<file path="src/common/ex_pkg.sv">
`default_nettype none

package ex_pkg;

    localparam int WORD_W     = 32;
    localparam int DWORD_W    = 2 * WORD_W;
    localparam int REG_ADDR_W = 5;

    typedef logic [WORD_W-1:0]     word_t;
    typedef logic [DWORD_W-1:0]    dword_t;
    typedef logic [REG_ADDR_W-1:0] reg_addr_t;

    // mostly special/special2 funct codes, shifts use the variable forms
    typedef enum logic [5:0] {
        OP_NOP   = 6'h00,
        OP_MUL   = 6'h02,
        OP_SLL   = 6'h04,
        OP_SRL   = 6'h06,
        OP_SRA   = 6'h07,
        OP_ADDI  = 6'h08,
        OP_ADDIU = 6'h09,
        OP_MOVZ  = 6'h0a,
        OP_MOVN  = 6'h0b,
        OP_MFHI  = 6'h10,
        OP_MTHI  = 6'h11,
        OP_MFLO  = 6'h12,
        OP_MTLO  = 6'h13,
        OP_MULT  = 6'h18,
        OP_MULTU = 6'h19,
        OP_ADD   = 6'h20,
        OP_ADDU  = 6'h21,
        OP_SUB   = 6'h22,
        OP_SUBU  = 6'h23,
        OP_AND   = 6'h24,
        OP_OR    = 6'h25,
        OP_XOR   = 6'h26,
        OP_NOR   = 6'h27,
        OP_SLT   = 6'h2a,
        OP_SLTU  = 6'h2b,
        OP_CLZ   = 6'h30,
        OP_CLO   = 6'h31
    } alu_op_e;

    typedef enum logic [2:0] {
        RES_NONE  = 3'd0,
        RES_LOGIC = 3'd1,
        RES_SHIFT = 3'd2,
        RES_ARITH = 3'd3,
        RES_MOVE  = 3'd4,
        RES_MUL   = 3'd5
    } res_class_e;

    // MULT, MULTU, MTHI and MTLO only touch HI/LO
    function automatic res_class_e op_class(input alu_op_e op);
        case (op)
            OP_OR, OP_AND, OP_NOR, OP_XOR: return RES_LOGIC;
            OP_SLL, OP_SRL, OP_SRA:        return RES_SHIFT;
            OP_ADD, OP_ADDU, OP_ADDI, OP_ADDIU,
            OP_SUB, OP_SUBU, OP_SLT, OP_SLTU,
            OP_CLZ, OP_CLO:                return RES_ARITH;
            OP_MFHI, OP_MFLO, OP_MOVZ, OP_MOVN: return RES_MOVE;
            OP_MUL:                        return RES_MUL;
            default:                       return RES_NONE;
        endcase
    endfunction

endpackage

`default_nettype wire
</file>
<file path="src/hdl/mul_unit.sv">
`timescale 1ns/1ns
`default_nettype none

module mul_unit import ex_pkg::*; #(
    parameter int DATA_W = 32
) (
    input  alu_op_e alu_op_i,
    input  word_t   operand_1_i,
    input  word_t   operand_2_i,
    output dword_t  product_o
);

    logic                is_signed;
    logic                negate;
    logic [DATA_W-1:0]   mag_1;
    logic [DATA_W-1:0]   mag_2;
    logic [2*DATA_W-1:0] product_mag;

    assign is_signed = (alu_op_i == OP_MUL) || (alu_op_i == OP_MULT);

    // magnitudes for the signed forms
    assign mag_1 = (is_signed && operand_1_i[DATA_W-1]) ? (~operand_1_i + 1'b1) : operand_1_i;
    assign mag_2 = (is_signed && operand_2_i[DATA_W-1]) ? (~operand_2_i + 1'b1) : operand_2_i;

    assign product_mag = {{DATA_W{1'b0}}, mag_1} * {{DATA_W{1'b0}}, mag_2};

    // result is negative when the signs differ
    assign negate = is_signed && (operand_1_i[DATA_W-1] ^ operand_2_i[DATA_W-1]);

    assign product_o = negate ? (~product_mag + 1'b1) : product_mag;

endmodule

`default_nettype wire

</file>
<file path="config.mk">
export PLATFORM = sky130hd
export DESIGN_NAME = mul_unit
export DESIGN_NICKNAME = d
export VERILOG_FILES = /design/src/common/ex_pkg.sv /design/src/hdl/mul_unit.sv
export SDC_FILE = /design/constraint.sdc
export NUM_CORES = 2
export LEC_CHECK = 0
export ABC_AREA = 1
export BUFFER_PORTS_ARGS = -buffer_cell sky130_fd_sc_hd__buf_2
export CAP_MARGIN = 20
export CORE_MARGIN = 2
export CORE_UTILIZATION = 65
export DETAILED_ROUTE_END_ITERATION = 10
export PLACE_DENSITY = 0.89
export RECOVER_POWER = 100
export REMOVE_ABC_BUFFERS = 1
export SYNTH_ARGS = -nofsm -noshare
export SYNTH_HDL_FRONTEND = slang
export SYNTH_SLANG_ARGS = --single-unit
</file>
<file path="constraint.sdc">
create_clock -name vclk -period 52.6
set_clock_uncertainty 0.15 [all_clocks]
set_input_delay 13.15 -clock vclk [all_inputs]
set_output_delay 13.15 -clock vclk [all_outputs]
set_load 0.01 [all_outputs]
</file>
==> results.md <==
* Max layer used: met5
* Commonest cells after routing, fill and taps aside: nand2_1, inv_1, fa_1
* Dpl ws at approximately 16000 ps
* Antenna violations before repair at 3
* HP Class: in2out
* RSZ-0062 raised after global routing: false
* Largest net degree at the start of global routing at 53
* Gate Count Post-Synth at 5473
* 1st-iter DRT viols at between 3000 and 4000
* DRT met1 WL at ~43000 um
* Met3 routed WL at about 19000 um
* Routed len/inst at between 20 and 25 um
* Detail Route met2 WL at 55600 um
* Syn_area_per_cell at about 7 um2
* Synth cell types at 50
* Number of global-route vias before repair at approximately 38000
* Max-cap violations at 1
* Antenna violation net count after detailed routing at 0
* DIE AREA at between 60000 and 70000 um2
* Nature of the critical path endpoint: primary output
* # resized after CTS at 0
* Tmin final at roughly 39000 ps
* Slowest CP cell: clkinvlp_2
* Layout clock buffers at 0
* Core Area at roughly 60000 um2
* Initial Util at 65.3%
* Pre-antenna DRT Iters at 11
* Width of the die at ~250 um
* Register Area at 0 um2
* Critical Path Most Common Cell: fa_1
* Hold_sp: operand_1_i[0]
* Critical Path Start Type: primary input
* Arrival time worst endpoint at roughly 26000 ps
* DP HPWL at around 110000 um
* Total GRT Usage at 42.2%
* Slew @ Worst Pin at 1520 ps
* Via density at roughly 5.8
* GPL Wtd Cong at 1.03
* Final number of setup-violating endpoints at 0
* Area contributors post-synth: fa_1, nand2_1, inv_1, ha_1, nor2_1
* Critical Path Source: operand_2_i[0]
* CP Class: in2out
* CP max stage delay at about 1100 ps
* Setup TNS at 0 ps
* Chip height at roughly 250 um
* Number of flip-flops and latches at 0
* Most common cell after layout, fill and taps aside: nand2_1
* Final Worst Setup Slack at ~13000 ps
* Slew Viols, Final at 28
* Slew headroom at -1.23%
* Fin. Hold Viols at 0
* FMAX at roughly 25 MHz
* Buf+Inv Stages, Crit Path at 9
* Critical Path RT at around 39000 ps
* Synth Cell Area at 39200 um2
* Hold_buf cts at 0
* NumNets Final at 6727
* Fin crit share at between 70% and 80%
* Syn. warnings at 0
* Final WL at approximately 130000 um
* Failing checks: max-capacitance violations, max-slew violations
* Share of cells above drive strength 1 at under 10%
* Sequential share of the synthesized area at 0%
* First-pass GRT wire length at just over 200000 um
* Ant diodes at 0
* # DRC at 0
* Yosys top cell by area: fa_1
* Setup Fix Bufs, Post-CTS at 0
* CP top delay family: adder cells
* Rows at 90
* Via count at approximately 36000
* Post-synth top area share at a little under half
* Outcome: finished with violations
* Ports at 134
* Worst-path fanout max at 27
* # port buffers at about 130
* GRT overflow at 0
* P&R area growth vs syn at 3.20%
-- worst paths after layout --
kind | cells after the start | endpoint | slack [ps]
worst max-delay path | 37 | product_o[47] | 13330
worst min-delay path | 4 | product_o[0] | 26790
-- synth_stat cells (2+ instances only) --
| cell | number |
|---|---|
| nand4_1 | 29 |
| a21oi_2 | 4 |
| xnor2_1 | 27 |
| o211ai_1 | 2 |
| buf_2 | 75 |
| nor2_2 | 38 |
| buf_1 | 3 |
| nor3_2 | 5 |
| nor3_1 | 18 |
| nand3_2 | 12 |
| o21ai_1 | 5 |
| a21oi_1 | 60 |
| inv_1 | 1387 |
| o21bai_1 | 2 |
| buf_6 | 5 |
| nand3b_1 | 5 |
| nand2_2 | 31 |
| nand2_1 | 1405 |
| xor2_2 | 10 |
| ha_1 | 266 |
| o21ai_2 | 7 |
| fa_1 | 896 |
| xor2_1 | 62 |
| clkinv_1 | 8 |
| or2_2 | 7 |
| buf_4 | 13 |
| o21ai_0 | 25 |
| inv_2 | 41 |
| nor2_1 | 762 |
| or2_1 | 3 |
| nor4_1 | 10 |
| nand3_1 | 161 |
| nor2_4 | 4 |
| clkbuf_1 | 69 |
-- through the flow --
step / area (um2) / hold slack [ps] / std cells / utilization (%)
floorplan: 38400 / 26260 / 5308 / -
detailed placement: 40500 / 26750 / 6274 / 67.5
CTS: 40500 / 26750 / 6274 / 67.5
global route: 40400 / 26790 / 6275 / 67.4
global placement: 40500 / 26750 / 6274 / 67.5
finish: 40400 / 26790 / 6275 / 67.4
-- layout make-up --
cell class | count | area, um2
multi-input cells | 3871 | 33000
fillers | 5028 | 19600
inverters | 1437 | 5400
repair buffers | 185 | 1020
well taps | 782 | 978
-- per-layer routing --
metal | GRT usage (%) | up-vias
met5 | 0 | -
met4 | 24.3 | 4
met3 | 14.6 | 761
met2 | 66.2 | 2676
met1 | 50.9 | 17300
li1 | - | 15600
-- logic make-up after synthesis --
kind of cell	Yosys count	synth area share, %
xor+xnor	101	2.52
fa+ha+maj	1162	54.3
compound gates	111	1.63
simple gates	2497	25.8
buf+inv	1602	15.8
-- worst min-delay path, stage by stage --
cell,delay (ps)
buf_2,260
nand2_2,190
inv_1,50
buf_2,130
Power is left out: the tool's default activity adds up to more than one toggle a clock period on the data nets, which glitch-free logic cannot reach.
