<file path="src/common/ex_pkg.sv">
`default_nettype none

package ex_pkg;

    localparam int WORD_W     = 32;
    localparam int DWORD_W    = 2 * WORD_W;
    localparam int REG_ADDR_W = 5;

    typedef logic [WORD_W-1:0]     word_t;
    typedef logic [DWORD_W-1:0]    dword_t;
    typedef logic [REG_ADDR_W-1:0] reg_addr_t;

    // mostly special/special2 funct codes, shifts use the variable forms
    typedef enum logic [5:0] {
        OP_NOP   = 6'h00,
        OP_MUL   = 6'h02,
        OP_SLL   = 6'h04,
        OP_SRL   = 6'h06,
        OP_SRA   = 6'h07,
        OP_ADDI  = 6'h08,
        OP_ADDIU = 6'h09,
        OP_MOVZ  = 6'h0a,
        OP_MOVN  = 6'h0b,
        OP_MFHI  = 6'h10,
        OP_MTHI  = 6'h11,
        OP_MFLO  = 6'h12,
        OP_MTLO  = 6'h13,
        OP_MULT  = 6'h18,
        OP_MULTU = 6'h19,
        OP_ADD   = 6'h20,
        OP_ADDU  = 6'h21,
        OP_SUB   = 6'h22,
        OP_SUBU  = 6'h23,
        OP_AND   = 6'h24,
        OP_OR    = 6'h25,
        OP_XOR   = 6'h26,
        OP_NOR   = 6'h27,
        OP_SLT   = 6'h2a,
        OP_SLTU  = 6'h2b,
        OP_CLZ   = 6'h30,
        OP_CLO   = 6'h31
    } alu_op_e;

    typedef enum logic [2:0] {
        RES_NONE  = 3'd0,
        RES_LOGIC = 3'd1,
        RES_SHIFT = 3'd2,
        RES_ARITH = 3'd3,
        RES_MOVE  = 3'd4,
        RES_MUL   = 3'd5
    } res_class_e;

    // MULT, MULTU, MTHI and MTLO only touch HI/LO
    function automatic res_class_e op_class(input alu_op_e op);
        case (op)
            OP_OR, OP_AND, OP_NOR, OP_XOR: return RES_LOGIC;
            OP_SLL, OP_SRL, OP_SRA:        return RES_SHIFT;
            OP_ADD, OP_ADDU, OP_ADDI, OP_ADDIU,
            OP_SUB, OP_SUBU, OP_SLT, OP_SLTU,
            OP_CLZ, OP_CLO:                return RES_ARITH;
            OP_MFHI, OP_MFLO, OP_MOVZ, OP_MOVN: return RES_MOVE;
            OP_MUL:                        return RES_MUL;
            default:                       return RES_NONE;
        endcase
    endfunction

endpackage

`default_nettype wire
</file>
<file path="src/alu/logic_shift_unit.sv">
`timescale 1ns/1ns
`default_nettype none

module logic_shift_unit import ex_pkg::*; #(
    parameter int DATA_W = 32
) (
    input  alu_op_e alu_op_i,
    input  word_t   operand_1_i,
    input  word_t   operand_2_i,
    output word_t   logic_shift_result_o
);

    localparam int SHAMT_W = $clog2(DATA_W);

    logic [SHAMT_W-1:0]       shamt;
    logic signed [DATA_W-1:0] operand_2_signed;

    // shift amount from the low bits of operand 1
    assign shamt = operand_1_i[SHAMT_W-1:0];
    assign operand_2_signed = operand_2_i;

    always_comb begin
        case (alu_op_i)
            OP_OR:   logic_shift_result_o = operand_1_i | operand_2_i;
            OP_AND:  logic_shift_result_o = operand_1_i & operand_2_i;
            OP_NOR:  logic_shift_result_o = ~(operand_1_i | operand_2_i);
            OP_XOR:  logic_shift_result_o = operand_1_i ^ operand_2_i;
            OP_SLL:  logic_shift_result_o = operand_2_i << shamt;
            OP_SRL:  logic_shift_result_o = operand_2_i >> shamt;
            // sign fill
            OP_SRA:  logic_shift_result_o = operand_2_signed >>> shamt;
            default: logic_shift_result_o = '0;
        endcase
    end

endmodule

`default_nettype wire

</file>
<file path="config.mk">
export PLATFORM = sky130hd
export DESIGN_NAME = logic_shift_unit
export DESIGN_NICKNAME = d
export VERILOG_FILES = /design/src/common/ex_pkg.sv /design/src/alu/logic_shift_unit.sv
export SDC_FILE = /design/constraint.sdc
export NUM_CORES = 1
export LEC_CHECK = 0
export CAP_MARGIN = 15
export CORE_ASPECT_RATIO = 1.4
export CORE_MARGIN = 2
export CORE_UTILIZATION = 35
export DETAILED_ROUTE_END_ITERATION = 10
export DONT_BUFFER_PORTS = 1
export MAX_ROUTING_LAYER = met4
export PLACE_DENSITY = 0.52
export SETUP_SLACK_MARGIN = 0.4
export SLEW_MARGIN = 20
export SYNTH_ARGS = -nofsm -noshare
export SYNTH_HDL_FRONTEND = slang
export SYNTH_SLANG_ARGS = --single-unit
export TNS_END_PERCENT = 20
</file>
<file path="constraint.sdc">
create_clock -name vclk -period 2.73
set_input_delay 0.1365 -clock vclk [all_inputs]
set_output_delay 0.1365 -clock vclk [all_outputs]
set_load 0.02 [all_outputs]
</file>
==> Flow_metrics.wiki <==
{| class="wikitable"
! Metric !! Value
|-
| Multi-input combinational cell area || 5690 µm²
|-
| Shortest clock period the worst path allows after layout || 2190 ps
|-
| End point of the worst hold path || logic_shift_result_o[27]
|-
| Power density normalized to cell area || 135 nW/µm²
|-
| Post-Syn Area per Cell || 7.98 µm²
|-
| Global-route total usage across every layer || 27.1%
|-
| Critical Path AT || 2050 ps
|-
| Antenna Cells || 0
|-
| HP Start || operand_1_i[4]
|-
| Routability congestion estimate || 0.993
|-
| Fraction of layout instances using a drive strength above 1 || 16.0%
|-
| Fraction of the yosys area taken by sequential cells || 0%
|-
| Number of inserted filler cells in the final layout || 1930
|-
| Area inside the core boundary || 17900 µm²
|-
| Maximum operating frequency || 0.457 GHz
|-
| Synthesized netlist cell count || 797
|-
| Flip-flop and latch area || 0 µm²
|-
| Final Cycle Share || 80.1%
|-
| Area of the mapped netlist || 6360 µm²
|-
| Bufs and invs on worst path || 0
|-
| Total Die Area || 19300 µm²
|-
| Most area-hungry cell type in the Yosys netlist || mux4_2
|-
| Residual DRC || 0
|-
| Syn. warnings || 0
|-
| Worst-path cell with the longest stage delay || mux4_2
|-
| Clock buffer instance count of the final layout || 0
|-
| Worst-case vdd ir drop || 0.0365 mV
|-
| Kind of launch point of the worst setup path || primary input
|-
| Total via count in the routed design || 6375
|-
| Final ANT Viol Nets || 0
|-
| Type of element capturing the critical path || primary output
|-
| Sequence of cells on the critical path || mux4_2 -> mux2i_1 -> o221ai_1 -> o22ai_1 -> o211ai_1
|-
| Setup Fix Bufs, Post-CTS || 0
|-
| Antenna violations before repair || 0
|-
| DP HPWL || 19600 µm
|-
| Run status || finished, final reports clean
|-
| Global route overflow || 0
|-
| LEAKAGE || 0.00264 µW
|-
| Minimum hold slack || 515 ps
|-
| Setup repair after global routing missed its margin || false
|-
| Cells taking the most area after synthesis || mux4_2 (23%), ha_1 (13%), mux2i_1 (10%), nand2_1 (5.2%), inv_1 (3.7%)
|-
| Synthesized Nets || 933
|-
| Reported max-cap violation count || 0
|-
| Global-route wire length before repair || 39200 µm
|-
| Hold Fails Final Rpt || 0
|-
| Detailed-router iteration count before antenna repair || 5
|-
| Count of distinct cell types in the synthesized netlist || 66
|-
| Pin count of the biggest net entering global routing || 95
|-
| Highest net fanout along the worst path || 94
|-
| Standard cell area after detailed placement || 6430 µm²
|-
| Required time reported for the critical path endpoint || 2590 ps
|-
| Setup slack at placement || 434 ps
|-
| Fin area || 6440 µm²
|-
| Finish-stage setup viols || 0
|-
| WHS Path Cells || 1
|-
| Top Ports || 102
|-
| Total number of placement rows || 58
|-
| Final Max Slew Viols || 0
|-
| Starting Density || 35.5%
|-
| Power consumption || 867 µW
|-
| Count of input and output buffers || 0
|-
| Most frequently used cell type in the post-synthesis netlist || nand2_1
|-
| Starting DRC count in detailed routing || 724
|-
| Tightest Pin Transition || 809 ps
|-
| Relative max-transition margin || 45.5%
|-
| Most frequent cells after synthesis || nand2_1 (88), ha_1 (66), mux4_2 (66)
|-
| Class of the most critical hold timing path || in -> out
|-
| Hold bufs inserted after CTS || 0
|-
| Growth of design area from synthesis to finish || 1.34%
|-
| Die Span X || 118 µm
|-
| Share of the synthesized area in the top cell type || 23.4%
|-
| Via count of the first global-routing pass || 5997
|-
| Post-route setup slack || 543 ps
|-
| Total Wirelength || 26000 µm
|-
| Die span in y || 163 µm
|-
| Number of sequential cells in the layout || 0
|-
| CP top delay family || multiplexers
|-
| Mean number of vias per cell || 6.51
|-
| Resized Gates After CTS || 0
|-
| Number of nets in the layout || 877
|-
| Setup tns final || 0 ps
|-
| Delay of the slowest critical-path stage || 540 ps
|-
| Type of the worst setup path || in -> out
|-
| Detailed-route wire length per cell || 26.5 µm
|}
[layout by cell type, fill, tap and decap left out, types with 4 or more instances in the layout]
cell type  count
nand2_1       88
mux4_2        66
ha_1          66
mux2i_1       64
inv_1         62
nor2_1        54
o21ai_0       39
nand3_1       33
buf_4         29
xnor2_1       26
a21oi_1       26
nor3_1        19
o211ai_1      18
a211oi_1      15
mux2_2        14
o22ai_1        8
nor2b_1        8
a221oi_1       7
o21ai_1        7
and2_1         6
xor2_1         6
a22oi_1        6
o32ai_1        5
o221ai_1       5
a31oi_1        4
mux2_1         4
or3_1          4
nand4_1        4
[report_power, final]
group,switching [µW],total [µW],internal (µW),leakage (µW)
Combinational,452,867,416,0.00264
Sequential,0,0,0,0
Clock,0,0,0,0
[stage by stage]
stage,util (%),std cells
final,36.0,979
after global placement,35.9,977
after global routing,36.0,979
after detailed placement,35.9,977
after floorplan,-,797
after CTS,35.9,977
[per-layer routing]
layer	routed length, µm	track usage [%]	vias to the layer above
li1	-	-	2839
met2	12800	46.4	328
met1	9580	32.0	3143
met4	1410	11.1	0
met5	0	-	-
met3	2190	3.84	65
[how the worst max path moves through the flow]
stage	startpoint	endpoint	slack, ps	depth (start not counted)
after floorplan	operand_1_i[0]	logic_shift_result_o[6]	460	11
after global placement	alu_op_i[3]	logic_shift_result_o[3]	490	7
after detailed placement	alu_op_i[3]	logic_shift_result_o[3]	430	7
after CTS	alu_op_i[3]	logic_shift_result_o[3]	430	7
after global routing	alu_op_i[4]	logic_shift_result_o[3]	470	7
final	operand_1_i[1]	logic_shift_result_o[25]	540	5
[kinds of logic (layout without fill, tap and decap cells)]
kind of cell	after synthesis	after routing	synth area share, %
AOI/OAI and AO/OA	167	167	17.8
xor gates and xnor gates	32	32	4.41
adders and majority gates	66	66	13.0
buffers and inverters	151	93	10.6
muxes	151	151	37.7
and+or+nand+nor	230	230	16.6
[cell type report]
| type | count | share of cell area, % |
|---|---|---|
| multi-input cells | 646 | 88.2 |
| well taps | 240 | 4.66 |
| inverters | 64 | 3.73 |
| repair buffers | 29 | 3.38 |
Power figures use the tool's default switching activity.
