==> src/common/hilo_if.sv <==
`timescale 1ns/1ns
`default_nettype none

interface hilo_if #(
    parameter int DATA_W = 32
);

    logic [DATA_W-1:0] hi;
    logic [DATA_W-1:0] lo;
    logic              write_en;
    logic [DATA_W-1:0] hi_wdata;
    logic [DATA_W-1:0] lo_wdata;

    // register side
    modport owner (output hi, output lo, input write_en, input hi_wdata, input lo_wdata);

    // execute side, reads current values and requests writes
    modport user (input hi, input lo, output write_en, output hi_wdata, output lo_wdata);

endinterface

`default_nettype wire

==> src/hdl/hilo_reg.sv <==
`timescale 1ns/1ns
`default_nettype none

module hilo_reg #(
    parameter int DATA_W = 32
) (
    input wire logic clk,
    input wire logic rst_i,
    hilo_if.owner    hilo
);

    logic [DATA_W-1:0] hi_q;
    logic [DATA_W-1:0] lo_q;

    // both halves load together
    always_ff @(posedge clk) begin
        if (rst_i) begin
            hi_q <= '0;
            lo_q <= '0;
        end else if (hilo.write_en) begin
            hi_q <= hilo.hi_wdata;
            lo_q <= hilo.lo_wdata;
        end
    end

    // read back without delay
    assign hilo.hi = hi_q;
    assign hilo.lo = lo_q;

    // write request comes from the execute side
    a_write_en_known: assert property (
        @(posedge clk) disable iff (rst_i) !$isunknown(hilo.write_en)
    ) else $error("HI/LO write enable unknown");

endmodule

`default_nettype wire

==> src/flat_wrapper.sv <==
// flat-port wrapper written by rule: the top's interface ports become plain ports
module hilo_reg_flat 
#(
    parameter int DATA_W = 32
)
  (clk, rst_i, hilo_hi, hilo_lo, hilo_write_en, hilo_hi_wdata, hilo_lo_wdata);
  hilo_if #(.DATA_W(DATA_W)) hilo_i ();
  input wire logic clk;
  input wire logic rst_i;
  output wire logic [$bits(hilo_i.hi)-1:0] hilo_hi;
  output wire logic [$bits(hilo_i.lo)-1:0] hilo_lo;
  input wire logic [$bits(hilo_i.write_en)-1:0] hilo_write_en;
  input wire logic [$bits(hilo_i.hi_wdata)-1:0] hilo_hi_wdata;
  input wire logic [$bits(hilo_i.lo_wdata)-1:0] hilo_lo_wdata;
  assign hilo_hi = hilo_i.hi;
  assign hilo_lo = hilo_i.lo;
  assign hilo_i.write_en = hilo_write_en;
  assign hilo_i.hi_wdata = hilo_hi_wdata;
  assign hilo_i.lo_wdata = hilo_lo_wdata;
  hilo_reg #(.DATA_W(DATA_W)) u_core (.clk(clk), .rst_i(rst_i), .hilo(hilo_i));
endmodule
==> config.mk <==
export PLATFORM = sky130hd
export DESIGN_NAME = hilo_reg_flat
export DESIGN_NICKNAME = d
export VERILOG_FILES = /design/src/common/hilo_if.sv /design/src/hdl/hilo_reg.sv /design/src/flat_wrapper.sv
export SDC_FILE = /design/constraint.sdc
export NUM_CORES = 1
export LEC_CHECK = 0
export BUFFER_PORTS_ARGS = -buffer_cell sky130_fd_sc_hd__buf_2
export CAP_MARGIN = 20
export CORE_MARGIN = 5
export CORE_UTILIZATION = 40
export CTS_CLUSTER_DIAMETER = 80
export DETAILED_ROUTE_END_ITERATION = 7
export GPL_ROUTABILITY_DRIVEN = 1
export MAX_ROUTING_LAYER = met4
export PLACE_DENSITY = 0.8
export SLEW_MARGIN = 30
export SYNTH_ARGS = -nofsm -noshare
export SYNTH_HDL_FRONTEND = slang
export SYNTH_SLANG_ARGS = --single-unit
export TNS_END_PERCENT = 20
==> constraint.sdc <==
create_clock -name clk -period 0.95 [get_ports clk]
set_clock_uncertainty 0.1 [all_clocks]
set_input_delay 0.0475 -clock clk [delete_from_list [all_inputs] [get_ports clk]]
set_output_delay 0.0475 -clock clk [all_outputs]
set_load 0.02 [all_outputs]
==> results of run 1 <==
## state kept, by name, summed over array words and instances (netlist names)
name,cells
u_core.hilo.lo,32
u_core.hilo.hi,32
## cell usage after synthesis
cell / n
buf_1: 6
buf_6: 1
buf_8: 6
clkbuf_2: 1
dfxtp_1: 64
mux2i_1: 64
nor2_1: 64
## per-layer routing
layer	vias to the layer above	track usage, %	share of wire [%]
met5	-	-	0
met4	0	12.4	2.3
met3	16	5.19	6.5
met2	97	40.0	54
met1	1064	21.1	37
li1	1067	-	-
## how the worst max path moves through the flow
stage | startpoint | endpoint | slack, ps | cells past startpoint
finish | u_core.hilo.hi[21] | hilo_hi[21] | 6 | 1
global route | u_core.hilo.hi[21] | hilo_hi[21] | -30 | 1
CTS | u_core.hilo.lo[2] | hilo_lo[2] | -10 | 1
detailed placement | hilo_write_en | u_core.hilo.lo[17] | 20 | 4
global placement | hilo_write_en | u_core.hilo.hi[1] | 60 | 4
floorplan | hilo_write_en | u_core.hilo.hi[0] | 150 | 4
## through the flow
stage,hold WS [ps],util (%),TNS (ps),worst slack [ps],total power [mW]
global placement,179,53.9,0,64.1,3.85
detailed placement,189,53.9,0,23.4,3.87
global route,52.0,77.5,-698,-31.4,6.83
floorplan,94.7,-,0,148,3.53
CTS,28.8,77.1,-12.3,-11.5,6.54
finish,56.4,77.6,0,6.21,6.53
## worst min-delay path: stages
cell and delay [ps]:
buf_2 140, buf_12 180, nor2_1 60
## cell families after synthesis
logic type / Yosys count / share of synthesized area [%]
muxes: 64 / 28.0
DFF: 64 / 55.9
and+or+nand+nor: 64 / 10.5
buffers and inverters: 14 / 5.63
## repair_timing
item / in CTS / in global routing
setup endpoints to repair: 64 / 56
hold buffers: 64 / 0
resized for setup: 184 / 8
endpoints found under the hold margin: 64 / 0
## layout make-up
cell class / instances / area [µm²]
fill: 358 / 1240
clock inverter: 4 / 45.0
sequential: 64 / 1360
timing repair buffer: 198 / 1770
clock buffer: 11 / 141
tap: 72 / 90.1
antenna: 2 / 5.00
multi-input combinational: 128 / 881
## where the power goes
| part | leakage, nW | switching, mW | total (mW) | internal, mW |
|---|---|---|---|---|
| clock network | 0.0990 | 0.955 | 2.21 | 1.26 |
| registers | 0.551 | 0.124 | 3.00 | 2.88 |
| logic | 1.45 | 0.569 | 1.31 | 0.744 |
| total | 2.10 | 1.65 | 6.53 | 4.88 |
==> impl_metrics.yaml, run 1 <==
run_status:
  outcome: "finished, final reports clean"
die:
  pin_count: 131
  die_h_um: 85.7
  placementRows: 27
  start_util_pct: 41.4
  dieArea_um2: 7340
  chipWidth_um: 85.7
  core_area_um2: 5540
synthesis:
  synth_cell_type_count: 7
  synthTopCellsByArea: "dfxtp_1 (56%), mux2i_1 (28%), nor2_1 (10%)"
  ys_warn_count: 0
  syn_area_um2: 2290
  postSynthCellCount: 206
  ys_ff_latch: 64
  yosysTopAreaCellShare_pct: 55.9
  yosys.area.top_type: "dfxtp_1"
  syn_avg_cell_area_um2: 11.1
  syn_nets: 273
  ys_seq_area_share_pct: 55.9
place:
  gp_congestion: 0.677
  dpl_cell_area_um2: 2990
  dp.cells: 398
  hpwl_um: 3830
  portBuffers: 130
timing:
  maxSlewHeadroom_pct: 85.0
  finalCritPeriodShare_pct: 99.3
  rsz0062_at_grt: "true"
  setup_viol: 0
  min_period_ps: 944
  worstMarginPinSlew_ps: 219
  fmax_mhz: 1060
  maxSlewViolCount: 0
  finalHoldViolCount: 0
worst_setup_path:
  max_stage_delay_ps: 360
  critPathTopFamily: "flip-flops"
  path_class: "flop to primary output"
  worst-r2r-cell-count: 2
  worstPathRequired_ps: 800
  start_kind: "flop"
  reg2reg_to: "u_core.hilo.hi[21]"
  cpMaxStageDelayCell: "dfxtp_2"
  r2r_slack_ps: 140
  end_kind: "primary output"
  crit_fanout: 2
  reg2reg_from: "u_core.hilo.hi[21]"
  cp_num_buf_inv: 1
  path_cells: "buf_6"
  arrival_ps: 800
cells_and_area:
  syn2layout_area_growth_pct: 87.6
  final_common_cell: "buf_2"
  fin_cells: 479
  fin_area_um2: 4300
  nNetsFinal: 468
  drive_above_1_share_pct: 52.3
route:
  first_pass_iters: 4
  drc: 0
  dr_total_vias: 2244
  drt_wl_total_um: 7730
  drtIter0Drc: 60
  routedWlPerCell_um: 16.1
  routed_via_density: 4.68
  ant_nets: 0
min_path:
  hold_depth: 3
  min_to: "u_core.hilo.hi[11]"
  worst_hold_path_type: "input pin to flop"
  hold_start: "rst_i"
power:
  ir_drop_mv: 0.915
  p_leak_nw: 2.10
  power-per-cell-area_nw_per_um2: 1520
clock_network:
  root_buffer: "clkbuf_8"
  numCtsBuffers: 9
  post-cts-setup-buffers: 0
  clk_latency_ps: 320
  clkSinkCount: 64
  clk_pin_slew_ps: 70
  clk_path_buf_depth: 2
  htreeDepth: 3
  cts_tree: "built"
global_route:
  grt_pass1_vias: 2534
  antenna_found_initial: 1
  grt-ovfl-total: 0
  grt_first_pass_wirelength_um: 12200
  grt_usage_pct: 22.0
  grt_max_degree: 34
run:
  cap_violations: 0
Power figures use the tool's default switching activity.
==> run 2: changes to the inputs <==
Settings changed: CORE_UTILIZATION 40 to 39, PLACE_DENSITY 0.8 to 0.81.
Clock period 0.95 ns to 0.8 ns, I/O delays scaled along.
==> impl_metrics.yaml, run 2 (synthesis gave the netlist of run 1 again) <==
cells_and_area:
  fin_area_um2: 4440
  final_cell_mix: "buf_2 (65), nor2_1 (64), buf_6 (64), dfxtp_2 (64), mux2i_1 (62)"
  syn2layout_area_growth_pct: 93.7
  final_core_util_pct: 76.3
  drive_above_1_share_pct: 53.8
  final_common_cell: "buf_2"
  nNetsFinal: 473
die:
  start_util_pct: 39.4
  pin_count: 131
  placementRows: 28
  die_h_um: 86.6
  dieArea_um2: 7510
  core_area_um2: 5820
  chipWidth_um: 86.6
clock_network:
  clk_path_buf_depth: 2
  htreeDepth: 3
  clk_pin_slew_ps: 70
  clk_latency_ps: 320
  cts_tree: "built"
  root_buffer: "clkbuf_8"
  numCtsBuffers: 9
  clkSinkCount: 64
timing:
  worstMarginPinSlew_ps: 190
  final.setup.worst_slack_ps: -137
  rsz0062_at_grt: "true"
  finalCritPeriodShare_pct: 117
  min_period_ps: 937
  setup_viol: 78
  finalHoldViolCount: 0
  maxSlewHeadroom_pct: 86.9
  maxSlewViolCount: 0
  fmax_mhz: 1070
worst_setup_path:
  cp_num_buf_inv: 1
  worst-r2r-cell-count: 3
  path_cells: "buf_6"
  reg2reg_from: "u_core.hilo.lo[31]"
  max_stage_delay_ps: 360
  crit_fanout: 2
  arrival_ps: 800
  end_kind: "primary output"
  crit_path_start: "u_core.hilo.lo[22]"
  worstPathRequired_ps: 660
  path_class: "flop to primary output"
  r2r_slack_ps: -80
  critPathTopFamily: "flip-flops"
  start_kind: "flop"
  reg2reg_to: "u_core.hilo.lo[31]"
  cpMaxStageDelayCell: "dfxtp_2"
power:
  power_mw: 8.60
  power-per-cell-area_nw_per_um2: 1940
  ir_drop_mv: 1.31
  p_leak_nw: 2.22
route:
  first_pass_iters: 4
  wl_met1_um: 2930
  routedWlPerCell_um: 16.9
  dr_total_vias: 2276
  drc: 0
  dr.max_layer_used: "met4"
  ant_nets: 0
  drt_wl_total_um: 8270
  wl_met3_um: 510
  met2_length_um: 4440
  drtIter0Drc: 97
  routed_via_density: 4.65
min_path:
  hold_start: "rst_i"
  hold_depth: 3
  worst_hold_path_type: "input pin to flop"
  min_to: "u_core.hilo.lo[19]"
place:
  dpl_cell_area_um2: 3000
  hpwl_um: 3910
  portBuffers: 130
  gp_congestion: 0.684
  pre_cts_ws_ps: -117
run_status:
  violations: "setup timing"
  outcome: "complete, but fails checks"
global_route:
  antenna_found_initial: 0
  grt_first_pass_wirelength_um: 13000
  grt-ovfl-total: 0
  grt_usage_pct: 23.6
  grt_max_degree: 35
  grt_pass1_vias: 2576
run:
  cap_violations: 0
## run 2: power by group
group | switching, mW | total, mW | leakage, nW | internal [mW]
Clock | 1.19 | 3.42 | 0.126 | 2.24
Combinational | 0.698 | 1.61 | 1.54 | 0.913
Sequential | 0.149 | 3.57 | 0.551 | 3.42
## run 2: per-stage QoR
stage,hold slack [ps],cells,TNS [ps]
floorplan,87.2,206,0
global placement,171,402,-3970
detailed placement,182,402,-5050
CTS,12.5,484,-8780
global route,29.0,486,-10970
finish,31.1,489,-8100
## run 2: worst max path at each step
stage / to / slack, ps / cells past startpoint
after global placement: u_core.hilo.lo[12] / -80 / 4
after detailed placement: u_core.hilo.hi[31] / -120 / 4
after global routing: hilo_hi[31] / -180 / 1
final: hilo_lo[22] / -140 / 1
after CTS: hilo_lo[8] / -150 / 1
after floorplan: u_core.hilo.hi[0] / 6 / 4
## run 2: final cells by class
class                           instances  area [µm²]
Antenna cell                            3        7.51
Tap cell                               75        93.8
Clock inverter                          5         103
Multi-Input combinational cell        128         888
Fill cell                             370        1380
Timing Repair Buffer                  203        1830
Sequential cell                        64        1360
Clock buffer                           11         151
## run 2: what timing repair did
action | CTS | global route
setup buffers | 2 | 2
gates resized for setup | 192 | 10
hold buffers | 64 | 0
pin swaps | 0 | 5
hold endpoints to repair | 64 | 0
cloned | 0 | 0
setup endpoints to repair | 64 | 86
## run 2: per-layer routing
layer	global-route usage (%)	vias to the layer above
li1	-	1089
met1	22.7	1043
met2	42.5	110
met3	5.13	34
met4	14.7	0
met5	-	-
