--- config.mk ---
export PLATFORM = sky130hd
export DESIGN_NAME = ex_writeback_flat
export DESIGN_NICKNAME = d
export VERILOG_FILES = /design/src/common/ex_pkg.sv /design/src/common/hilo_if.sv /design/src/hdl/ex_writeback.sv /design/src/flat_wrapper.sv
export SDC_FILE = /design/constraint.sdc
export NUM_CORES = 1
export LEC_CHECK = 0
export BUFFER_PORTS_ARGS = -buffer_cell sky130_fd_sc_hd__buf_2
export CAP_MARGIN = 5
export CORE_AREA = 3 3 133 135
export CTS_CLUSTER_DIAMETER = 200
export DETAILED_ROUTE_END_ITERATION = 8
export DIE_AREA = 0 0 136 138
export PLACE_DENSITY = 0.59
export SYNTH_ARGS = -nofsm -noshare
export SYNTH_HDL_FRONTEND = slang
export SYNTH_SLANG_ARGS = --single-unit
--- constraint.sdc ---
create_clock -name clk -period 4.33 [get_ports clk]
set_input_delay 0.2165 -clock clk [delete_from_list [all_inputs] [get_ports clk]]
set_output_delay 0.2165 -clock clk [all_outputs]
set_load 0.1 [all_outputs]
--- src/common/ex_pkg.sv ---
`default_nettype none

package ex_pkg;

    localparam int WORD_W     = 32;
    localparam int DWORD_W    = 2 * WORD_W;
    localparam int REG_ADDR_W = 5;

    typedef logic [WORD_W-1:0]     word_t;
    typedef logic [DWORD_W-1:0]    dword_t;
    typedef logic [REG_ADDR_W-1:0] reg_addr_t;

    // mostly special/special2 funct codes, shifts use the variable forms
    typedef enum logic [5:0] {
        OP_NOP   = 6'h00,
        OP_MUL   = 6'h02,
        OP_SLL   = 6'h04,
        OP_SRL   = 6'h06,
        OP_SRA   = 6'h07,
        OP_ADDI  = 6'h08,
        OP_ADDIU = 6'h09,
        OP_MOVZ  = 6'h0a,
        OP_MOVN  = 6'h0b,
        OP_MFHI  = 6'h10,
        OP_MTHI  = 6'h11,
        OP_MFLO  = 6'h12,
        OP_MTLO  = 6'h13,
        OP_MULT  = 6'h18,
        OP_MULTU = 6'h19,
        OP_ADD   = 6'h20,
        OP_ADDU  = 6'h21,
        OP_SUB   = 6'h22,
        OP_SUBU  = 6'h23,
        OP_AND   = 6'h24,
        OP_OR    = 6'h25,
        OP_XOR   = 6'h26,
        OP_NOR   = 6'h27,
        OP_SLT   = 6'h2a,
        OP_SLTU  = 6'h2b,
        OP_CLZ   = 6'h30,
        OP_CLO   = 6'h31
    } alu_op_e;

    typedef enum logic [2:0] {
        RES_NONE  = 3'd0,
        RES_LOGIC = 3'd1,
        RES_SHIFT = 3'd2,
        RES_ARITH = 3'd3,
        RES_MOVE  = 3'd4,
        RES_MUL   = 3'd5
    } res_class_e;

    // MULT, MULTU, MTHI and MTLO only touch HI/LO
    function automatic res_class_e op_class(input alu_op_e op);
        case (op)
            OP_OR, OP_AND, OP_NOR, OP_XOR: return RES_LOGIC;
            OP_SLL, OP_SRL, OP_SRA:        return RES_SHIFT;
            OP_ADD, OP_ADDU, OP_ADDI, OP_ADDIU,
            OP_SUB, OP_SUBU, OP_SLT, OP_SLTU,
            OP_CLZ, OP_CLO:                return RES_ARITH;
            OP_MFHI, OP_MFLO, OP_MOVZ, OP_MOVN: return RES_MOVE;
            OP_MUL:                        return RES_MUL;
            default:                       return RES_NONE;
        endcase
    endfunction

endpackage

`default_nettype wire
--- src/common/hilo_if.sv ---
`timescale 1ns/1ns
`default_nettype none

interface hilo_if #(
    parameter int DATA_W = 32
);

    logic [DATA_W-1:0] hi;
    logic [DATA_W-1:0] lo;
    logic              write_en;
    logic [DATA_W-1:0] hi_wdata;
    logic [DATA_W-1:0] lo_wdata;

    // register side
    modport owner (output hi, output lo, input write_en, input hi_wdata, input lo_wdata);

    // execute side, reads current values and requests writes
    modport user (input hi, input lo, output write_en, output hi_wdata, output lo_wdata);

endinterface

`default_nettype wire

--- src/hdl/ex_writeback.sv ---
`timescale 1ns/1ns
`default_nettype none

module ex_writeback import ex_pkg::*; #(
    parameter int DATA_W = 32
) (
    input  wire logic clk,
    input  wire logic rst_i,
    input  alu_op_e   alu_op_i,
    input  reg_addr_t reg_write_addr_i,
    input  wire logic reg_write_en_i,
    input  word_t     operand_1_i,
    input  word_t     arith_result_i,
    input  wire logic overflow_i,
    input  word_t     logic_shift_result_i,
    input  dword_t    product_i,
    hilo_if.user      hilo,
    output word_t     reg_write_data_o,
    output reg_addr_t reg_write_addr_o,
    output logic      reg_write_en_o,
    output logic      overflow_o
);

    logic [DATA_W-1:0] result_d;
    logic [DATA_W-1:0] move_result;

    always_comb begin
        case (alu_op_i)
            OP_MFHI: move_result = hilo.hi;
            OP_MFLO: move_result = hilo.lo;
            // MOVZ and MOVN pass operand 1 through
            default: move_result = operand_1_i;
        endcase
    end

    always_comb begin
        case (op_class(alu_op_i))
            RES_LOGIC, RES_SHIFT: result_d = logic_shift_result_i;
            RES_ARITH:            result_d = arith_result_i;
            RES_MOVE:             result_d = move_result;
            RES_MUL:              result_d = product_i[DATA_W-1:0];
            default:              result_d = '0;
        endcase
    end

    // overflow cancels the register write
    always_ff @(posedge clk) begin
        if (rst_i) begin
            reg_write_data_o <= '0;
            reg_write_addr_o <= '0;
            reg_write_en_o   <= 1'b0;
            overflow_o       <= 1'b0;
        end else begin
            reg_write_data_o <= result_d;
            reg_write_addr_o <= reg_write_addr_i;
            reg_write_en_o   <= reg_write_en_i && !overflow_i;
            overflow_o       <= overflow_i;
        end
    end

    // HI/LO requests carry both halves on every write
    always_comb begin
        hilo.write_en = 1'b0;
        hilo.hi_wdata = hilo.hi;
        hilo.lo_wdata = hilo.lo;
        case (alu_op_i)
            OP_MULT, OP_MULTU: begin
                hilo.write_en = 1'b1;
                hilo.hi_wdata = product_i[2*DATA_W-1:DATA_W];
                hilo.lo_wdata = product_i[DATA_W-1:0];
            end
            OP_MTHI: begin
                hilo.write_en = 1'b1;
                hilo.hi_wdata = operand_1_i;
            end
            OP_MTLO: begin
                hilo.write_en = 1'b1;
                hilo.lo_wdata = operand_1_i;
            end
            default: begin
            end
        endcase
    end

    // overflow only follows a signed add or subtract and never comes with a write
    a_no_write_on_overflow: assert property (
        @(posedge clk) disable iff (rst_i)
        overflow_o |-> (!reg_write_en_o &&
                        ($past(alu_op_i) inside {OP_ADD, OP_ADDI, OP_SUB}))
    ) else $error("overflow reported with a write or after a non-signed op");

endmodule

`default_nettype wire

--- src/flat_wrapper.sv ---
// flat-port wrapper written by rule: the top's interface ports become plain ports
module ex_writeback_flat import ex_pkg::*;
#(
    parameter int DATA_W = 32
)
  (clk, rst_i, alu_op_i, reg_write_addr_i, reg_write_en_i, operand_1_i, arith_result_i, overflow_i, logic_shift_result_i, product_i, reg_write_data_o, reg_write_addr_o, reg_write_en_o, overflow_o, hilo_hi, hilo_lo, hilo_write_en, hilo_hi_wdata, hilo_lo_wdata);
  hilo_if #(.DATA_W(DATA_W)) hilo_i ();
  input  wire logic clk;
  input  wire logic rst_i;
  input  alu_op_e alu_op_i;
  input  reg_addr_t reg_write_addr_i;
  input  wire logic reg_write_en_i;
  input  word_t operand_1_i;
  input  word_t arith_result_i;
  input  wire logic overflow_i;
  input  word_t logic_shift_result_i;
  input  dword_t product_i;
  output word_t reg_write_data_o;
  output reg_addr_t reg_write_addr_o;
  output logic reg_write_en_o;
  output logic overflow_o;
  input wire logic [$bits(hilo_i.hi)-1:0] hilo_hi;
  input wire logic [$bits(hilo_i.lo)-1:0] hilo_lo;
  output wire logic [$bits(hilo_i.write_en)-1:0] hilo_write_en;
  output wire logic [$bits(hilo_i.hi_wdata)-1:0] hilo_hi_wdata;
  output wire logic [$bits(hilo_i.lo_wdata)-1:0] hilo_lo_wdata;
  assign hilo_i.hi = hilo_hi;
  assign hilo_i.lo = hilo_lo;
  assign hilo_write_en = hilo_i.write_en;
  assign hilo_hi_wdata = hilo_i.hi_wdata;
  assign hilo_lo_wdata = hilo_i.lo_wdata;
  ex_writeback #(.DATA_W(DATA_W)) u_core (.clk(clk), .rst_i(rst_i), .alu_op_i(alu_op_i), .reg_write_addr_i(reg_write_addr_i), .reg_write_en_i(reg_write_en_i), .operand_1_i(operand_1_i), .arith_result_i(arith_result_i), .overflow_i(overflow_i), .logic_shift_result_i(logic_shift_result_i), .product_i(product_i), .hilo(hilo_i), .reg_write_data_o(reg_write_data_o), .reg_write_addr_o(reg_write_addr_o), .reg_write_en_o(reg_write_en_o), .overflow_o(overflow_o));
endmodule
==> summary.txt, run 1 <==
Setup path
  • CP startpoint kind: input pin
  • Worst Setup End Kind: output pin
  • Critical path data arrival time: 2.91 ns
  • Required @ worst endpoint: 4.11 ns
  • CP max FO: 20
  • Critical path class: in -> out

Synth
  • Synthesized netlist cell count: 449
  • Yosys top cell by area: dfxtp_1
  • Synth top area share: 0.218
  • Count of state elements after synthesis: 39
  • Post-synthesis cell type count: 41
  • Syn nets: 688
  • Mapped Area: 3580 um2
  • Yosys warnings: 0
  • Ys async rst share: 0
  • Mean post-synth cell area: 7.97 um2
  • Seq/Total Area, Yosys: 0.218
  • Synth area leaders: dfxtp_1, a222oi_1, mux2i_1
  • EDFF count, synth: 0
  • Synth Flop Type: dfxtp_1

Layout
  • Most common cell after layout, fill and taps aside: buf_2
  • Most frequent cells in the layout: buf_2, nand2_1, dfxtp_1
  • Diode count: 0
  • Ratio of cells with drive above 1 in the final layout: 0.493
  • Synth-to-Final Area Change: 57.5%
  • Post-layout nets: 996

Clocking
  • # Post-CTS Setup Buffers: 0
  • Clock Tree Root: clkbuf_16
  • PostCTS Resize Cnt: 0
  • CTS tree: built
  • CTS Sinks: 39
  • # hold bufs at CTS: 0
  • CTS Buf Count: 5
  • Worst-path clk slew: 0.06 ns
  • H-tree depth: 2
  • Clk buf depth: 2

Detailed routing
  • DRC viols: 0
  • Total Wirelength: 20,400 um
  • Number of iterations in the first detailed-routing pass: 8
  • Number of vias per cell: 5.37
  • DR iter-0 viols: 513
  • Antenna Violating Nets Remaining: 0
  • WL per Instance: 20.8 um
  • Via count: 5,253

Outcome
  • Status: completed

Worst hold path
  • Min-Delay Path Class: in -> reg

GRT
  • Gr ovfl total: 0
  • Initial antenna violation count: 0
  • First-pass GRT wire length: 29,400 um
  • Largest net degree at the start of global routing: 36
  • Vias in the first global route: 5,271
  • Tot GR Track Use: 0.201

Job
  • MaxCap Viol Count: 0

Power
  • Peak supply drop: 0.000132 V
  • Total Power: 1.63 mW
  • Static Leak: 2.88 nW
  • PD cells: 289 nW/um2

Floorplan
  • Die ar.: 18,800 um2
  • Die X: 136 um
  • Starting density of the core: 0.216
  • Cell row count: 47
  • I/O pin total: 343
  • Die Ht: 138 um
  • Core area: 16,600 um2

Timing
  • Slew margin rel.: 0.199
  • Count of final setup violators: 0
  • RSZ-0062 raised after global routing: false
  • Slew @ Worst Pin: 1.20 ns
  • Setup TNS: 0 ns
  • Min Clock Period, post-route: 3.13 ns
  • Final worst path period share: 0.722
  • Max frequency: 0.320 GHz
  • Max Slew Vio Count: 0
  • Fin. Hold Viols: 0

Placement
  • PortBufs: 342
  • DP Wirelength: 15,100 um
  • RePlAce Congestion: 0.886
## worst max-delay path: stages
cell,delay (ns)
buf_2,0.18
clkinv_1,0.53
buf_4,0.46
a2111o_1,0.69
buf_4,0.35
nand2_1,0.09
nand2_1,0.07
buf_2,0.30
## flip-flops by register name (all words and copies together) (netlist names)
name / flops
u_core.reg_write_data_o: 32
u_core.reg_write_addr_o: 5
u_core.overflow_o: 1
u_core.reg_write_en_o: 1
## power by group
part / switching [mW] / internal (mW) / total (mW) / leakage [nW]
Sequential: 0.00237 / 0.369 / 0.371 / 0.317
Combinational: 0.574 / 0.182 / 0.755 / 2.47
Clock: 0.169 / 0.331 / 0.499 / 0.0900
## final timing paths
kind	to	cells past startpoint	slack, ns	start
max	hilo_hi_wdata[16]	8	1.20	alu_op_i[0]
min	u_core.reg_write_en_o$_SDFF_PP0_	2	0.1	overflow_i
## logic make-up after synthesis
logic type / Yosys count / synth area share
AO/OA/AOI/OAI: 200 / 0.434
adder cells (fa/ha/maj): 1 / 0.00280
buffers and inverters: 56 / 0.0818
flip-flops: 39 / 0.218
multiplexers: 33 / 0.0927
AND/OR/NAND/NOR: 120 / 0.170
## cells in the mapped netlist (2+ instances only)
master / number
nor2b_1: 6
nand3_1: 32
a21oi_1: 32
inv_1: 2
mux2i_1: 32
buf_6: 7
a21o_1: 33
a22oi_1: 32
nor3b_1: 2
nor2_1: 3
buf_2: 21
a222oi_1: 32
o211ai_1: 32
a22o_1: 32
clkbuf_1: 23
nand2_1: 64
dfxtp_1: 39
nand2b_1: 2
## through the flow
step | util | setup slack (ns) | hold slack (ns) | instances | cell area, um2
after global placement | 0.328 | 1.26 | 0.400 | 970 | 5440
after detailed placement | 0.328 | 1.20 | 0.396 | 970 | 5440
final | 0.340 | 1.20 | 0.0965 | 978 | 5630
after CTS | 0.340 | 1.20 | 0.0786 | 978 | 5630
after global routing | 0.340 | 1.05 | 0.0831 | 978 | 5630
after floorplan | - | 2.00 | 0.288 | 449 | 3580
## layer usage
metal	vias to the layer above	GRT usage	share of wire
li1	2400	-	-
met1	2476	0.251	0.40
met2	342	0.343	0.49
met3	35	0.0422	0.093
met4	0	0.0663	0.018
met5	-	0	0
## cell type report
type | instances | area [um2]
sequential | 39 | 781
clock buffer | 5 | 125
timing repair buffer | 354 | 1810
fill | 1792 | 11000
inverter | 3 | 11.3
clock inverter | 3 | 67.6
multi-input combinational | 354 | 2560
tap | 220 | 275
Note: power is estimated with default switching activity, not from simulation.
==> inputs of run 2 (changes only) <==
- clock period: 4.33 -> 3.2 ns (I/O delays scaled with it)
==> summary.txt, run 2 (synthesized netlist as in run 1, its figures left out) <==
Floorplan
  • Cell row count: 47 (unchanged)
  • I/O pin total: 343 (unchanged)
  • Starting density of the core: 0.216 (unchanged)
  • Core area: 16,600 um2 (unchanged)
  • Die ar.: 18,800 um2 (unchanged)
  • Die X: 136 um (unchanged)
  • Die Ht: 138 um (unchanged)

Timing
  • Min Clock Period, post-route: 2.35 ns
  • Final worst path period share: 0.733
  • Max frequency: 0.426 GHz
  • Fin. Hold Viols: 0 (unchanged)
  • RSZ-0062 raised after global routing: false
  • Setup TNS: 0 ns (unchanged)
  • Slew @ Worst Pin: 1.09 ns (-0.113 ns)
  • Max Slew Vio Count: 0 (unchanged)
  • Hold Worst Slack: 0.0375 ns (-0.0590 ns)
  • Final worst-path setup slack: 0.854 ns (-0.348 ns)
  • Slew margin rel.: 0.271 (+0.0723)
  • Count of final setup violators: 0 (unchanged)

Layout
  • Synth-to-Final Area Change: 71.1%
  • Post-Layout Cell Count: 985 (+0.72%)
  • Top Registers: u_core.reg_write_data_o: 32 flops, u_core.reg_write_addr_o: 5 flops
  • Biggest register: u_core.reg_write_data_o
  • Fill cells: 1,757 (-2.0%)
  • Most common cell after layout, fill and taps aside: buf_2
  • Max FFs per register: 32 (unchanged)
  • Diode count: 0 (unchanged)
  • Most frequent cells in the layout: buf_2, nand2_1, dfxtp_1
  • Ratio of cells with drive above 1 in the final layout: 0.498 (+0.00464)
  • Post-layout nets: 1,003 (+0.70%)

Placement
  • RePlAce Congestion: 0.863 (-2.6%)
  • DP Cell Count: 977 (+0.72%)
  • Worst slack, placed: 0.874 ns (-0.329 ns)
  • DP Wirelength: 15,500 um (+2.4%)
  • PortBufs: 342 (unchanged)

Detailed routing
  • DRT met1 WL: 7950 um (-2.6%)
  • Max Used Layer: met4
  • WL met3: 2030 um (+7.4%)
  • Via count: 5,291 (+0.72%)
  • Total Wirelength: 20,400 um (about the same)
  • DR iter-0 viols: 594 (+16%)
  • Met2 wire len: 10,100 um (+1.5%)
  • Number of iterations in the first detailed-routing pass: 9 (+1)
  • Antenna Violating Nets Remaining: 0 (unchanged)
  • WL per Instance: 20.7 um (-0.69%)
  • Number of vias per cell: 5.37 (about the same)
  • DRC viols: 0 (unchanged)

Setup path
  • CP peak stage delay: 0.60 ns (-0.09 ns)
  • CP cell instances: buf_2 -> or4b_4 -> nor3_4 -> buf_4 -> a22o_1 -> a21o_1 -> buf_2
  • Crit path launch: alu_op_i[2]
  • Critical path class: in -> out
  • Required @ worst endpoint: 3.04 ns (-1.07 ns)
  • CP startpoint kind: input pin
  • Worst Setup End Kind: output pin
  • CP max stage cell: or4b_4
  • Critical path data arrival time: 2.19 ns (-0.72 ns)
  • CP max FO: 16 (-20%)
  • Most frequent CP cell: buf_2

Clocking
  • Clock Tree Root: clkbuf_16
  • CTS tree: built
  • # Post-CTS Setup Buffers: 0 (unchanged)
  • CTS Buf Count: 5 (unchanged)
  • # hold bufs at CTS: 0 (unchanged)
  • H-tree depth: 2 (unchanged)
  • PostCTS Resize Cnt: 0 (unchanged)
  • CTS Sinks: 39 (unchanged)
  • Worst-path clk slew: 0.06 ns (about the same)
  • Clk buf depth: 2 (unchanged)

Power
  • P_int: 1.20 mW (+36%)
  • Sw Ratio: 0.462 (+0.00411)
  • Clock power frac: 0.269 (-0.038)
  • Total Power: 2.22 mW (+37%)
  • Logic gate share of total power: 0.505 (+0.041)
  • Sequential share of power: 0.226 (-0.002)
  • Peak supply drop: 0.000176 V (+33%)
  • PD cells: 363 nW/um2 (+26%)
  • Switch Pwr: 1.03 mW (+38%)
  • Static Leak: 3.07 nW (+6.8%)

GRT
  • Largest net degree at the start of global routing: 66 (+83%)
  • Vias in the first global route: 5,045 (-4.3%)
  • Gr ovfl total: 0 (unchanged)
  • Tot GR Track Use: 0.201 (about the same)
  • Initial antenna violation count: 0 (unchanged)
  • First-pass GRT wire length: 29,600 um (+0.56%)

Worst hold path
  • Hold_sp: overflow_i
  • Worst Hold Path Cells: 2 (unchanged)
  • Min-Delay Path Class: in -> reg

Outcome
  • Status: completed

Job
  • MaxCap Viol Count: 0 (unchanged)
[run 2: cell type report]
cell class,count,area [um2],area share
multi-input combinational,354,2560,0.418
sequential,39,781,0.128
clock buffer,5,125,0.0204
clock inverter,3,43.8,0.00715
timing repair buffer,361,2330,0.380
inverter,3,11.3,0.00184
tap,220,275,0.0450
[run 2: routing by layer]
metal,vias to the layer above,global-route usage
met5,-,0
met4,0,0.0472
met3,27,0.0425
met2,340,0.353
met1,2501,0.249
li1,2423,-
[run 2: critical path, delay by kind of cell]
| family | cells | cell delay, ns |
|---|---|---|
| AOI/OAI and AO/OA | 2 | 0.27 |
| and+or+nand+nor | 2 | 0.81 |
| buffers and inverters | 3 | 0.93 |
[run 2: power groups by stage]
stage,clock network (mW),registers (mW),logic (mW)
after detailed placement,0,0.513,1.12
after floorplan,0,0.616,0.609
after CTS,0.622,0.502,1.12
final,0.599,0.503,1.12
after global routing,0.637,0.503,1.17
after global placement,0,0.513,1.12
[run 2: path summary, 6_finish.rpt]
check	end	slack, ns
setup / recovery	hilo_lo_wdata[16]	0.85
hold / removal	u_core.reg_write_en_o$_SDFF_PP0_	0.04
[run 2: metrics by stage]
| stage | instance area (um2) | utilization |
|---|---|---|
| final | 6120 | 0.369 |
| after global routing | 6120 | 0.369 |
| after CTS | 6120 | 0.369 |
| after detailed placement | 5950 | 0.359 |
| after global placement | 5950 | 0.359 |
| after floorplan | 3580 | - |
==> inputs of run 3 (changes only) <==
- clock period: 3.2 -> 2.37 ns (I/O delays scaled with it)
==> summary.txt, run 3 (synthesized netlist as in run 1, its figures left out) <==
Outcome
  • Status: completed

Clocking
  • PostCTS Resize Cnt: 0 (unchanged)
  • CTS Sinks: 39 (unchanged)
  • H-tree depth: 2 (unchanged)
  • CTS tree: built
  • Clock Tree Root: clkbuf_16
  • CTS Buf Count: 5 (unchanged)
  • Clk buf depth: 2 (unchanged)
  • Worst-path clk slew: 0.06 ns (about the same)

Setup path
  • WP buf/inv: 3 (unchanged)
  • CP max FO: 32 (+16)
  • Critical path class: in -> out
  • Critical path's top delay family: simple AND/OR/NAND/NOR gates
  • CP cell instances: buf_2 -> or4b_4 -> nor3_4 -> buf_4 -> nor2_4 -> a21o_1 -> buf_12
  • Required @ worst endpoint: 2.25 ns (-0.79 ns)
  • CP startpoint kind: input pin
  • Worst Setup End Kind: output pin
  • CP peak stage delay: 0.74 ns (+0.14 ns)
  • CP max stage cell: nor2_4
  • Critical path data arrival time: 2.05 ns (-0.14 ns)

Power
  • Static Leak: 3.28 nW (+6.6%)
  • Clock power frac: 0.233 (-0.036)
  • P_int: 1.65 mW (+38%)
  • Total Power: 3.06 mW (+38%)
  • Switch Pwr: 1.42 mW (+38%)
  • Peak supply drop: 0.000274 V (+56%)
  • Sw Ratio: 0.462 (about the same)
  • Sequential share of power: 0.221 (-0.005)
  • Logic gate share of total power: 0.546 (+0.041)
  • PD cells: 458 nW/um2 (+26%)

Timing
  • Fin. Hold Viols: 0 (unchanged)
  • Slew margin rel.: 0.294 (+0.0226)
  • RSZ-0062 raised after global routing: false
  • Max frequency: 0.462 GHz
  • Min Clock Period, post-route: 2.17 ns
  • Max Slew Vio Count: 0 (unchanged)
  • Count of final setup violators: 0 (unchanged)
  • Final worst-path setup slack: 0.204 ns (-0.650 ns)
  • Final worst path period share: 0.914
  • Slew @ Worst Pin: 1.06 ns (-0.0338 ns)
  • Setup TNS: 0 ns (unchanged)

Job
  • MaxCap Viol Count: 0 (unchanged)

GRT
  • Largest net degree at the start of global routing: 66 (unchanged)
  • Gr ovfl total: 0 (unchanged)
  • Initial antenna violation count: 0 (unchanged)
  • Tot GR Track Use: 0.204 (+0.00267)
  • First-pass GRT wire length: 30,100 um (+1.6%)
  • Vias in the first global route: 5,284 (+4.7%)

Placement
  • DP Wirelength: 15,800 um (+2.2%)
  • RePlAce Congestion: 0.866 (+0.32%)
  • Worst slack, placed: 0.224 ns (-0.650 ns)
  • PortBufs: 342 (unchanged)

Worst hold path
  • Min-Delay Path Class: in -> reg

Detailed routing
  • Total Wirelength: 20,300 um (-0.21%)
  • Number of vias per cell: 5.30 (-1.2%)
  • WL per Instance: 20.5 um (-0.82%)
  • DRC viols: 0 (unchanged)
  • DR iter-0 viols: 520 (-12%)
  • Number of iterations in the first detailed-routing pass: 9 (unchanged)
  • Via count: 5,257 (-0.64%)
  • Antenna Violating Nets Remaining: 0 (unchanged)

Layout
  • Most frequent cells in the layout: buf_2, buf_12, nand2_1
  • Biggest register: u_core.reg_write_data_o
  • Ratio of cells with drive above 1 in the final layout: 0.501 (+0.00261)
  • Fill cells: 1,678 (-4.5%)
  • Synth-to-Final Area Change: 87.1%
  • Fin util: 0.404 (+0.0343)
  • Top Registers: u_core.reg_write_data_o: 32 flops, u_core.reg_write_addr_o: 5 flops
  • Diode count: 0 (unchanged)
  • Max FFs per register: 32 (unchanged)
  • Most common cell after layout, fill and taps aside: buf_2
  • Post-layout nets: 1,009 (+0.60%)

Floorplan
  • Die Ht: 138 um (unchanged)
  • Cell row count: 47 (unchanged)
  • I/O pin total: 343 (unchanged)
  • Starting density of the core: 0.216 (unchanged)
  • Core area: 16,600 um2 (unchanged)
  • Die ar.: 18,800 um2 (unchanged)
  • Die X: 136 um (unchanged)
## run 3: cell count changes in the layout (fill, tap and decap cells not counted)
| cell | change |
|---|---|
| clkinvlp_4 | +1 |
| buf_4 | +5 |
| buf_2 | -36 |
| bufinv_16 | -1 |
| clkinv_4 | +1 |
| dlygate4sd3_1 | +1 |
| buf_12 | +36 |
| clkinv_2 | -1 |
## run 3: area by class of cell
type,count,area [um2],share of cell area
Timing Repair Buffer,367,2920,0.436
Multi-Input combinational cell,354,2560,0.382
Sequential cell,39,781,0.117
Tap cell,220,275,0.0411
Clock buffer,5,125,0.0187
Clock inverter,3,25.0,0.00374
Inverter,3,11.3,0.00168
## run 3: worst paths after layout
kind                             from                                     to  cells past startpoint
setup / recovery          alu_op_i[4]                      hilo_lo_wdata[31]                      7
hold / removal    reg_write_addr_i[0]  u_core.reg_write_addr_o[0]$_SDFF_PP0_                      2
## run 3: per-layer routing
layer | routed length, um | vias up | track usage
met4 | 535 | 0 | 0.0700
met2 | 9990 | 354 | 0.350
met3 | 2140 | 40 | 0.0505
met5 | 0 | - | 0
met1 | 7640 | 2432 | 0.246
li1 | - | 2431 | -
## run 3: power groups by stage
stage	registers [mW]	logic, mW	clock network [mW]
floorplan	0.832	0.822	0
detailed placement	0.693	1.67	0
CTS	0.678	1.67	0.741
global placement	0.693	1.66	0
global route	0.680	1.73	0.767
finish	0.678	1.67	0.713
## run 3: metrics by stage
step	cells	hold WS (ns)	instance area [um2]
global placement	982	0.297	6530
floorplan	449	0.190	3580
finish	991	0.0394	6690
global route	991	0.0422	6690
detailed placement	982	0.302	6530
CTS	991	0.0263	6690
## run 3: repair_timing
action                    4_1_cts  5_1_grt
hold endpoints to repair        1        0
buffers inserted                0        0
hold buffers                    1        0
